$ cat src/verilog/loadAlignPkg.sv
package loadAlignPkg;

    localparam int LINE_BYTES = 16;

    typedef logic [14:0]  pAddr_t;  // Physical byte address.
    typedef logic [127:0] line_t;
    typedef logic [15:0]  byteEn_t;
    typedef logic [31:0]  word_t;   // APB data word.
    typedef logic [63:0]  result_t;
    typedef logic [9:0]   row_t;    // Widest row a 15-bit address allows.
    typedef logic [1:0]   loadSize_t;

    // Size codes.
    localparam loadSize_t sizeByte   = 2'd0;
    localparam loadSize_t sizeHalf   = 2'd1;
    localparam loadSize_t sizeWord   = 2'd2;
    localparam loadSize_t sizeDouble = 2'd3;

    typedef struct packed {
        pAddr_t    pAddr;
        loadSize_t size;
        logic      signExt;
    } loadReq_t;

    typedef struct packed {
        logic    write;
        row_t    row;
        line_t   wdata;
        byteEn_t byteEn;
    } bankReq_t;

    typedef struct packed {
        logic [3:0] offset;
        loadSize_t  size;
        logic       signExt;
        logic       needP1;   // Load runs into the next line.
        logic       oddFirst; // Odd bank holds the address line.
    } alignCtl_t;

    typedef enum logic {
        ownerLoad,
        ownerApb
    } owner_t;

    typedef enum logic [1:0] {
        apbIdle,
        apbWait,
        apbDone
    } apbState_t;

endpackage

$ cat src/verilog/loadIssue.sv
module loadIssue
    import loadAlignPkg::*;
#(
    parameter int bankLines = 64
) (
    input  logic      clk,
    input  logic      rstN,
    input  logic      loadValid,
    input  loadReq_t  loadReq,
    output logic      loadReady,
    output logic      loadAsk,
    input  logic      loadGrant,
    output bankReq_t  loadEven,
    output bankReq_t  loadOdd,
    output alignCtl_t ctl,
    output logic      ctlValid
);

    pAddr_t    addr;
    logic [10:0] line;
    logic [10:0] nextLine;
    logic [10:0] evenLine;
    logic [10:0] oddLine;
    logic [4:0]  byteCount;
    alignCtl_t   nextCtl;

    assign addr      = loadReq.pAddr;
    assign line      = addr[14:4];
    assign nextLine  = line + 11'd1;
    assign byteCount = 5'd1 << loadReq.size;

    // One of the pair is even and the other odd.
    assign evenLine = line[0] ? nextLine : line;
    assign oddLine  = line[0] ? line : nextLine;

    always_comb begin
        nextCtl.offset   = addr[3:0];
        nextCtl.size     = loadReq.size;
        nextCtl.signExt  = loadReq.signExt;
        nextCtl.needP1   = ({1'b0, addr[3:0]} + byteCount) > LINE_BYTES;
        nextCtl.oddFirst = line[0];
    end

    always_comb begin
        loadEven.write  = 1'b0;
        loadEven.row    = row_t'((evenLine >> 1) % bankLines);
        loadEven.wdata  = '0;
        loadEven.byteEn = '0;
        loadOdd.write   = 1'b0;
        loadOdd.row     = row_t'((oddLine >> 1) % bankLines);
        loadOdd.wdata   = '0;
        loadOdd.byteEn  = '0;
    end

    assign loadAsk   = loadValid;
    assign loadReady = loadGrant;

    // Lines up with the bank data one cycle later.
    always_ff @(posedge clk) begin
        if (!rstN) begin
            ctlValid <= 1'b0;
        end else begin
            ctlValid <= loadValid && loadGrant;
        end
    end

    always_ff @(posedge clk) begin
        if (loadValid && loadGrant) begin
            ctl <= nextCtl;
        end
    end

endmodule

$ cat config.mk
export PLATFORM = sky130hd
export DESIGN_NAME = loadIssue
export DESIGN_NICKNAME = d
export VERILOG_FILES = /design/src/verilog/loadAlignPkg.sv /design/src/verilog/loadIssue.sv
export SDC_FILE = /design/constraint.sdc
export NUM_CORES = 1
export LEC_CHECK = 0
export BUFFER_PORTS_ARGS = -buffer_cell sky130_fd_sc_hd__buf_4
export CORE_AREA = 5 5 129 131
export CTS_CLUSTER_DIAMETER = 50
export DETAILED_ROUTE_END_ITERATION = 16
export DIE_AREA = 0 0 134 136
export PLACE_DENSITY = 0.48
export SETUP_SLACK_MARGIN = 0.4
export SYNTH_ARGS = -nofsm -noshare
export SYNTH_HDL_FRONTEND = slang
export SYNTH_SLANG_ARGS = --single-unit
export TNS_END_PERCENT = 20
$ cat constraint.sdc
create_clock -name clk -period 5.9 [get_ports clk]
set_input_delay 1.475 -clock clk [delete_from_list [all_inputs] [get_ports clk]]
set_output_delay 1.475 -clock clk [all_outputs]
set_load 0.01 [all_outputs]
==> impl_metrics.json <==
{
  "status": "complete, no violations",
  "cts_root_buf": "clkbuf_16",
  "tritoncts": "done",
  "synth.top_cell.area_share": 0.773,
  "hp-start": "loadReq[0]",
  "hpwl_mm": 3.85,
  "clk_path_buf_depth": 2,
  "async_flop_share": 0,
  "setup_viol": 0,
  "synth.area.mux_share": 0,
  "numCtsBuffers": 3,
  "fin_setup_tns_ns": 0,
  "postCtsSetupRepairBufs": 0,
  "area_delta_synth_final_pct": -17.6,
  "synth_top_cell_by_area": "buf_4",
  "ant_nets": 0,
  "grt_max_degree": 10,
  "overflow": 0,
  "ys_seq_elements": 10,
  "path_clk_slew_ns": 0.04,
  "synth_area_per_cell_um2": 8.03,
  "cap_violations": 0,
  "hold_path_class": "in2reg",
  "die-area_um2": 18200,
  "vias": 1335,
  "yosysSeqAreaShare": 0.0994,
  "cts_resized": 0,
  "fillers": 1829,
  "crit_fanout": 9,
  "start_util": 0.189,
  "synth-simple-area-share": 0.0488,
  "slew_violations": 0,
  "worst_setup_path_end_kind": "primary output",
  "wire_per_inst_um": 6.78,
  "num_rows": 46,
  "synthCells": 364,
  "drive_gt1_frac": 0.124,
  "dieWidth_um": 134,
  "leakage_uw": 0.00148,
  "powerDensity_nw_per_um2": 151,
  "fin_area_um2": 2410,
  "grt_pass1_vias": 998,
  "regArea_um2": 290,
  "post-route-period-util": 0.669,
  "core_um2": 15500,
  "rsz0062_at_grt": "false",
  "die_y_um": 136,
  "fin_crit_ns": 3.95,
  "drc": 0,
  "gp_congestion": 0.625,
  "netlist_area_um2": 2920,
  "grtUsageTotal": 0.0291,
  "nNetsFinal": 433,
  "synth-edff-count": 9,
  "wl_mm": 4.03,
  "pin_count": 344,
  "yosys_warnings": 0,
  "dr.pass1.iters": 4,
  "cts_sinks": 10,
  "synthXorXnorAreaFrac": 0.0270,
  "vias_per_cell": 2.24,
  "critical_path_arrival_ns": 2.47,
  "multi_input_area_um2": 1450,
  "hold_viol_final": 0,
  "diodes": 0,
  "placement.io_buffers": 41,
  "path_class": "in2out",
  "synthAdderAreaFrac": 0.0325,
  "drt-initial-drc-count": 5,
  "synth_compound_gate_area_share": 0.00600,
  "min_path_cells": 1,
  "h-tree-depth": 1,
  "max_freq_mhz": 253,
  "required_ns": 4.43,
  "synth_top_family_by_area": "buffers and inverters",
  "antenna_found_initial": 0,
  "synth_most_common_cell": "buf_4",
  "ys_types": 27,
  "synth_common_cells": "301 x buf_4, 9 x edfxtp_1, 7 x inv_1, 7 x xnor2_1, 6 x ha_1",
  "hold_buffers": 0,
  "irDropWorstVdd_mv": 0.0613,
  "min_to": "ctl[2]",
  "yosys-top-cells-area": "buf_4 77%, edfxtp_1 9.3%, ha_1 2.6%",
  "synth_ff_type": "edfxtp_1",
  "startpoint_type": "input port",
  "place_area_um2": 2320,
  "grt_pass1_wl_mm": 4.49
}
## placed cells by master, fill, tap and decap left out, types with 2 or more instances in the layout
master,instances
a21oi_1,2
and2_1,2
buf_4,41
clkbuf_16,3
conb_1,298
edfxtp_1,9
ha_1,6
inv_1,7
nand2_1,3
nand2b_1,2
nand3_1,4
nand3_2,2
nor2_1,2
xnor2_1,7
xor2_1,2
## kinds of logic after synthesis
logic type                 after synthesis
adders and majority gates                7
xor gates and xnor gates                 9
DFF                                     10
AOI/OAI and AO/OA                        3
and+or+nand+nor                         24
buffers and inverters                  310
other                                    1
## where the power goes
group,leakage [µW],switching (µW),internal (µW)
clock network,0.0000442,30.7,102
registers,0.0000919,1.08,82.8
logic,0.00135,116,30.0
total,0.00148,148,215
## area by class of cell
class / instances / area share
Inverter: 7 / 0.0109
Multi-Input combinational cell: 341 / 0.604
Clock buffer: 4 / 0.0369
Tap cell: 192 / 0.0998
Timing Repair Buffer: 41 / 0.128
Sequential cell: 10 / 0.121
## sequential cells by signal, indices dropped and copies added, names as in the netlist
register / count
ctl: 9
ctlValid: 1
## how the worst max path moves through the flow
stage                          start  slack [ns]            to  depth (start not counted)
after floorplan           loadReq[7]        2.21  loadOdd[149]                          5
after global placement    loadReq[7]        1.92  loadOdd[149]                          7
after detailed placement  loadReq[7]        1.93  loadOdd[149]                          7
after CTS                 loadReq[7]        1.93  loadOdd[149]                          7
after global routing      loadReq[7]        1.86  loadOdd[149]                          7
final                     loadReq[7]        1.95  loadOdd[149]                          7
## routing by layer
| layer | global-route usage | vias to the layer above | share of wire |
|---|---|---|---|
| met5 | 0 | - | 0 |
| met4 | 0.0154 | 0 | 0.010 |
| met3 | 0.0111 | 4 | 0.21 |
| met2 | 0.0505 | 173 | 0.52 |
| li1 | - | 593 | - |
| met1 | 0.0306 | 565 | 0.26 |
## worst max-delay path: stages
cell     delay (ns)
buf_4          0.13
ha_1           0.25
nand3_2        0.11
nor2_2         0.14
nand3_2        0.09
xnor2_1        0.14
buf_4          0.14
## stage by stage
step	util	hold slack, ns	power [µW]	setup WS, ns	cells
2_1_floorplan	-	1.57	340	2.21	661
3_3_place_gp	0.150	1.66	224	1.92	591
3_5_place_dp	0.150	1.66	225	1.93	591
4_1_cts	0.155	1.42	359	1.93	595
5_1_grt	0.155	1.42	388	1.86	595
6_report	0.155	1.42	362	1.95	595
Power figures use the tool's default switching activity.
