### src/verilog/loadAlignPkg.sv
package loadAlignPkg;

    localparam int LINE_BYTES = 16;

    typedef logic [14:0]  pAddr_t;  // Physical byte address.
    typedef logic [127:0] line_t;
    typedef logic [15:0]  byteEn_t;
    typedef logic [31:0]  word_t;   // APB data word.
    typedef logic [63:0]  result_t;
    typedef logic [9:0]   row_t;    // Widest row a 15-bit address allows.
    typedef logic [1:0]   loadSize_t;

    // Size codes.
    localparam loadSize_t sizeByte   = 2'd0;
    localparam loadSize_t sizeHalf   = 2'd1;
    localparam loadSize_t sizeWord   = 2'd2;
    localparam loadSize_t sizeDouble = 2'd3;

    typedef struct packed {
        pAddr_t    pAddr;
        loadSize_t size;
        logic      signExt;
    } loadReq_t;

    typedef struct packed {
        logic    write;
        row_t    row;
        line_t   wdata;
        byteEn_t byteEn;
    } bankReq_t;

    typedef struct packed {
        logic [3:0] offset;
        loadSize_t  size;
        logic       signExt;
        logic       needP1;   // Load runs into the next line.
        logic       oddFirst; // Odd bank holds the address line.
    } alignCtl_t;

    typedef enum logic {
        ownerLoad,
        ownerApb
    } owner_t;

    typedef enum logic [1:0] {
        apbIdle,
        apbWait,
        apbDone
    } apbState_t;

endpackage

### src/verilog/apbLineFill.sv
module apbLineFill
    import loadAlignPkg::*;
#(
    parameter int bankLines = 64
) (
    input  logic     clk,
    input  logic     rstN,
    input  logic     PSEL,
    input  logic     PENABLE,
    input  logic     PWRITE,
    input  word_t    PADDR,
    input  word_t    PWDATA,
    output word_t    PRDATA,
    output logic     PREADY,
    output logic     PSLVERR,
    output logic     apbAsk,
    input  logic     apbGrant,
    output bankReq_t apbEven,
    output bankReq_t apbOdd,
    input  line_t    evenData,
    input  line_t    oddData
);

    localparam int storeBytes = 2 * bankLines * LINE_BYTES;

    apbState_t state;
    pAddr_t    byteAddr;
    logic      access;
    logic      inRange;
    logic      oddBank;
    logic [1:0] wordSel;
    bankReq_t  req;
    line_t     bankLine;
    word_t     readWord;

    assign byteAddr = PADDR[14:0];
    assign access   = PSEL && PENABLE;
    assign inRange  = PADDR < word_t'(storeBytes);
    assign oddBank  = byteAddr[4];
    assign wordSel  = byteAddr[3:2];
    assign bankLine = oddBank ? oddData : evenData;

    // Ask only while idle in the access phase.
    assign apbAsk  = (state == apbIdle) && access && inRange;
    assign PSLVERR = (state == apbIdle) && access && !inRange;
    assign PREADY  = (state == apbDone) || PSLVERR;
    assign PRDATA  = (state == apbDone && !PWRITE) ? readWord : '0;

    always_comb begin
        req.write  = PWRITE;
        req.row    = row_t'(byteAddr[14:5] % bankLines);
        req.wdata  = {4{PWDATA}};
        req.byteEn = byteEn_t'(16'h000f << (4 * wordSel));
        apbEven    = req;
        apbOdd     = req;
        if (oddBank) begin
            apbEven.byteEn = '0;
        end else begin
            apbOdd.byteEn = '0;
        end
    end

    always_ff @(posedge clk) begin
        if (!rstN) begin
            state <= apbIdle;
        end else begin
            case (state)
                apbIdle: if (apbAsk && apbGrant) state <= PWRITE ? apbDone : apbWait;
                apbWait: state <= apbDone; // Bank line is back.
                default: state <= apbIdle;
            endcase
        end
    end

    always_ff @(posedge clk) begin
        if (state == apbWait) begin
            readWord <= bankLine[32*wordSel +: 32];
        end
    end

endmodule

### config.mk
export PLATFORM = sky130hd
export DESIGN_NAME = apbLineFill
export DESIGN_NICKNAME = d
export VERILOG_FILES = /design/src/verilog/loadAlignPkg.sv /design/src/verilog/apbLineFill.sv
export SDC_FILE = /design/constraint.sdc
export NUM_CORES = 1
export LEC_CHECK = 0
export BUFFER_PORTS_ARGS = -buffer_cell sky130_fd_sc_hd__buf_2
export CAP_MARGIN = 10
export CORE_AREA = 2 2 259 261
export DETAILED_ROUTE_END_ITERATION = 10
export DIE_AREA = 0 0 261 263
export PLACE_DENSITY_LB_ADDON = 0.12
export SETUP_SLACK_MARGIN = 0.05
export SLEW_MARGIN = 0
export SYNTH_ARGS = -nofsm -noshare
export SYNTH_HDL_FRONTEND = slang
export SYNTH_SLANG_ARGS = --single-unit
export TNS_END_PERCENT = 1
### constraint.sdc
create_clock -name clk -period 3.14 [get_ports clk]
set_input_delay 0.314 -clock clk [delete_from_list [all_inputs] [get_ports clk]]
set_output_delay 0.314 -clock clk [all_outputs]
set_load 0.02 [all_outputs]
==> flow_summary.json <==
{
  "placed_cells": 1566,
  "grt_overflow": 0,
  "synth_cell_types": 51,
  "nets": 1035,
  "layout_commonest_cell": "buf_2",
  "slew_viol_final": 0,
  "clk_pin_slew_ns": 0.06,
  "p_leak_nw": 2.80,
  "hold_slack_ns": 0.270,
  "port_buffers": 354,
  "finalSetupViolations": 0,
  "mostFrequentLayoutCells": "buf_2, mux2i_1, and2_1, edfxtp_1, a22oi_1",
  "clock_latency_ns": 0.29,
  "drtAntennaViolNets": 0,
  "cp.arrival_ns": 1.93,
  "drive_above_1_share": 0.570,
  "critPathKind": "primary input to output pin",
  "vias": 4562,
  "start_kind": "primary input",
  "worst_path_largest_cell_delay_ns": 0.82,
  "cts_max_level": 2,
  "maxCapViolCount": 0,
  "wl_per_cell_um": 19.1,
  "die_area_um2": 68600,
  "tns_ns": 0,
  "antenna_found_initial": 14,
  "crit_chain": "buf_4, inv_2, nor3_2, buf_2",
  "avgSynthCellArea_um2": 8.56,
  "hp-class": "primary input to flip-flop",
  "ys_warn_count": 0,
  "utilization": 0.0967,
  "ir_drop_v": 0.000191,
  "drt_wl_total_mm": 30.1,
  "postSynthCellCount": 659,
  "cts_root_buffer": "clkbuf_16",
  "first_iter_violations": 199,
  "rsz0062_at_grt": "false",
  "power.density_nw_per_um2": 248,
  "cts_made_buffers": 5,
  "ctsResizeCount": 0,
  "skew_ns": 0.00429,
  "initial_utilization": 0.0860,
  "syn_area_um2": 5640,
  "cts_tree": "done",
  "seq_area_um2": 1000,
  "rows": 94,
  "grt_max_degree": 33,
  "setup_ws_ns": 0.892,
  "nFillCells": 7721,
  "ios": 671,
  "holdBufCountCts": 0,
  "crit_required_ns": 2.83,
  "place_ws_ns": 0.597,
  "synth-simple-area-share": 0.116,
  "cp_max_fo": 15,
  "grt_pass1_vias": 4921,
  "post_cts_buffers": 0,
  "synth_fa_ha_area_frac": 0,
  "via_per_inst": 2.89,
  "slew_headroom": 0.310,
  "worstMarginPinSlew_ns": 1.03,
  "grt_pass1_wl_mm": 39.5,
  "layout_min_cycle_time_ns": 2.25,
  "outcome": "complete, no violations",
  "ys_ff_latch": 34,
  "clock-sinks": 34,
  "final_cell_area_um2": 6350,
  "post_dp_cell_area_um2": 6200,
  "dr.pass1.iters": 4,
  "die_h_um": 263,
  "drc": 0,
  "seq_area_frac_synth": 0.177,
  "hold_viol": 0,
  "fmax_mhz": 445,
  "finalCritPeriodShare": 0.716,
  "instances_no_fill": 1577,
  "cts_buffer_depth": 2,
  "crit_slowest_cell": "nor3_2",
  "area_delta_synth_final_pct": 12.4,
  "core-area_um2": 65600,
  "yosys.area_share.xor_xnor": 0,
  "die_w_um": 261,
  "track_usage": 0.0821,
  "power_mw": 1.57,
  "post-dp-hpwl_mm": 24.8,
  "synth_mux_area_frac": 0.110,
  "synth_compound_area_frac": 0.156,
  "multi_input_area_um2": 2210,
  "synth_top_family_by_area": "buffers and inverters",
  "crit_path_end_kind": "output pin",
  "place_congestion": 0.735
}
[final timing paths]
path,startpoint,to,slack (ns),cells after the start
max,PADDR[2],apbEven[6],0.89,4
min,rstN,state[1],0.27,2
max reg2reg,state[0],readWord[25],1.71,2
min reg2reg,state[0],state[1],0.64,1
[sequential cells by signal (all words and copies together) (netlist names)]
signal    count
readWord     32
state         2
[critical path, delay by kind of cell]
kind                   cells  cell delay (ns)
buffers and inverters      3             0.77
AND/OR/NAND/NOR            1             0.82
[kinds of logic (layout without fill, tap and decap cells)]
logic type	after synthesis	after routing
DFF	34	34
muxes	56	56
buffers and inverters	337	381
and+or+nand+nor	116	116
AOI/OAI and AO/OA	115	115
other	1	11
[power by group]
part	internal (mW)	switching, mW
Combinational	0.263	0.302
Sequential	0.505	0.00000000388
Clock	0.291	0.211
Total	1.06	0.514
[per-layer routing]
layer	GRT usage	up-vias	wire [um]	share of wire
li1	-	2115	-	-
met1	0.0864	2084	11100	0.37
met2	0.147	252	15100	0.50
met3	0.0282	95	2830	0.094
met4	0.0350	16	986	0.033
met5	0	-	104	0.0035
[cell type report]
type | instances | area share
tap | 864 | 0.170
timing repair buffer | 370 | 0.299
sequential | 34 | 0.158
clock inverter | 2 | 0.00138
multi-input combinational | 295 | 0.348
antenna | 3 | 0.00118
clock buffer | 6 | 0.0203
inverter | 3 | 0.00177
[synthesized netlist by cell type (all sizes together)]
master / n / share of area
o22ai: 7 / 0.0078
o211ai: 7 / 0.0093
dfxtp: 2 / 0.0071
a21oi: 11 / 0.0098
nor2b: 4 / 0.0071
o221ai: 2 / 0.0031
o211a: 1 / 0.0018
nor3b: 1 / 0.0013
mux2i: 41 / 0.073
a311o: 1 / 0.0018
edfxtp: 32 / 0.17
a221oi: 13 / 0.023
nand4: 4 / 0.0044
nor4b: 1 / 0.0016
buf: 327 / 0.43
clkbuf: 7 / 0.0047
a21o: 1 / 0.0013
conb: 1 / 0.00066
and2: 34 / 0.038
nor4: 5 / 0.0055
o2bb2ai: 8 / 0.012
a222oi: 5 / 0.0089
a221o: 4 / 0.0071
nand2: 22 / 0.015
nor3: 8 / 0.012
inv: 3 / 0.0020
and3: 1 / 0.0011
a22o: 9 / 0.014
nand3: 7 / 0.0062
and3b: 1 / 0.0016
nor2: 23 / 0.016
o21ai: 11 / 0.0098
a31oi: 5 / 0.0055
a22oi: 30 / 0.040
mux4: 3 / 0.012
nand3b: 3 / 0.0040
nand2b: 2 / 0.0022
mux2: 12 / 0.025
Power figures use the tool's default switching activity.
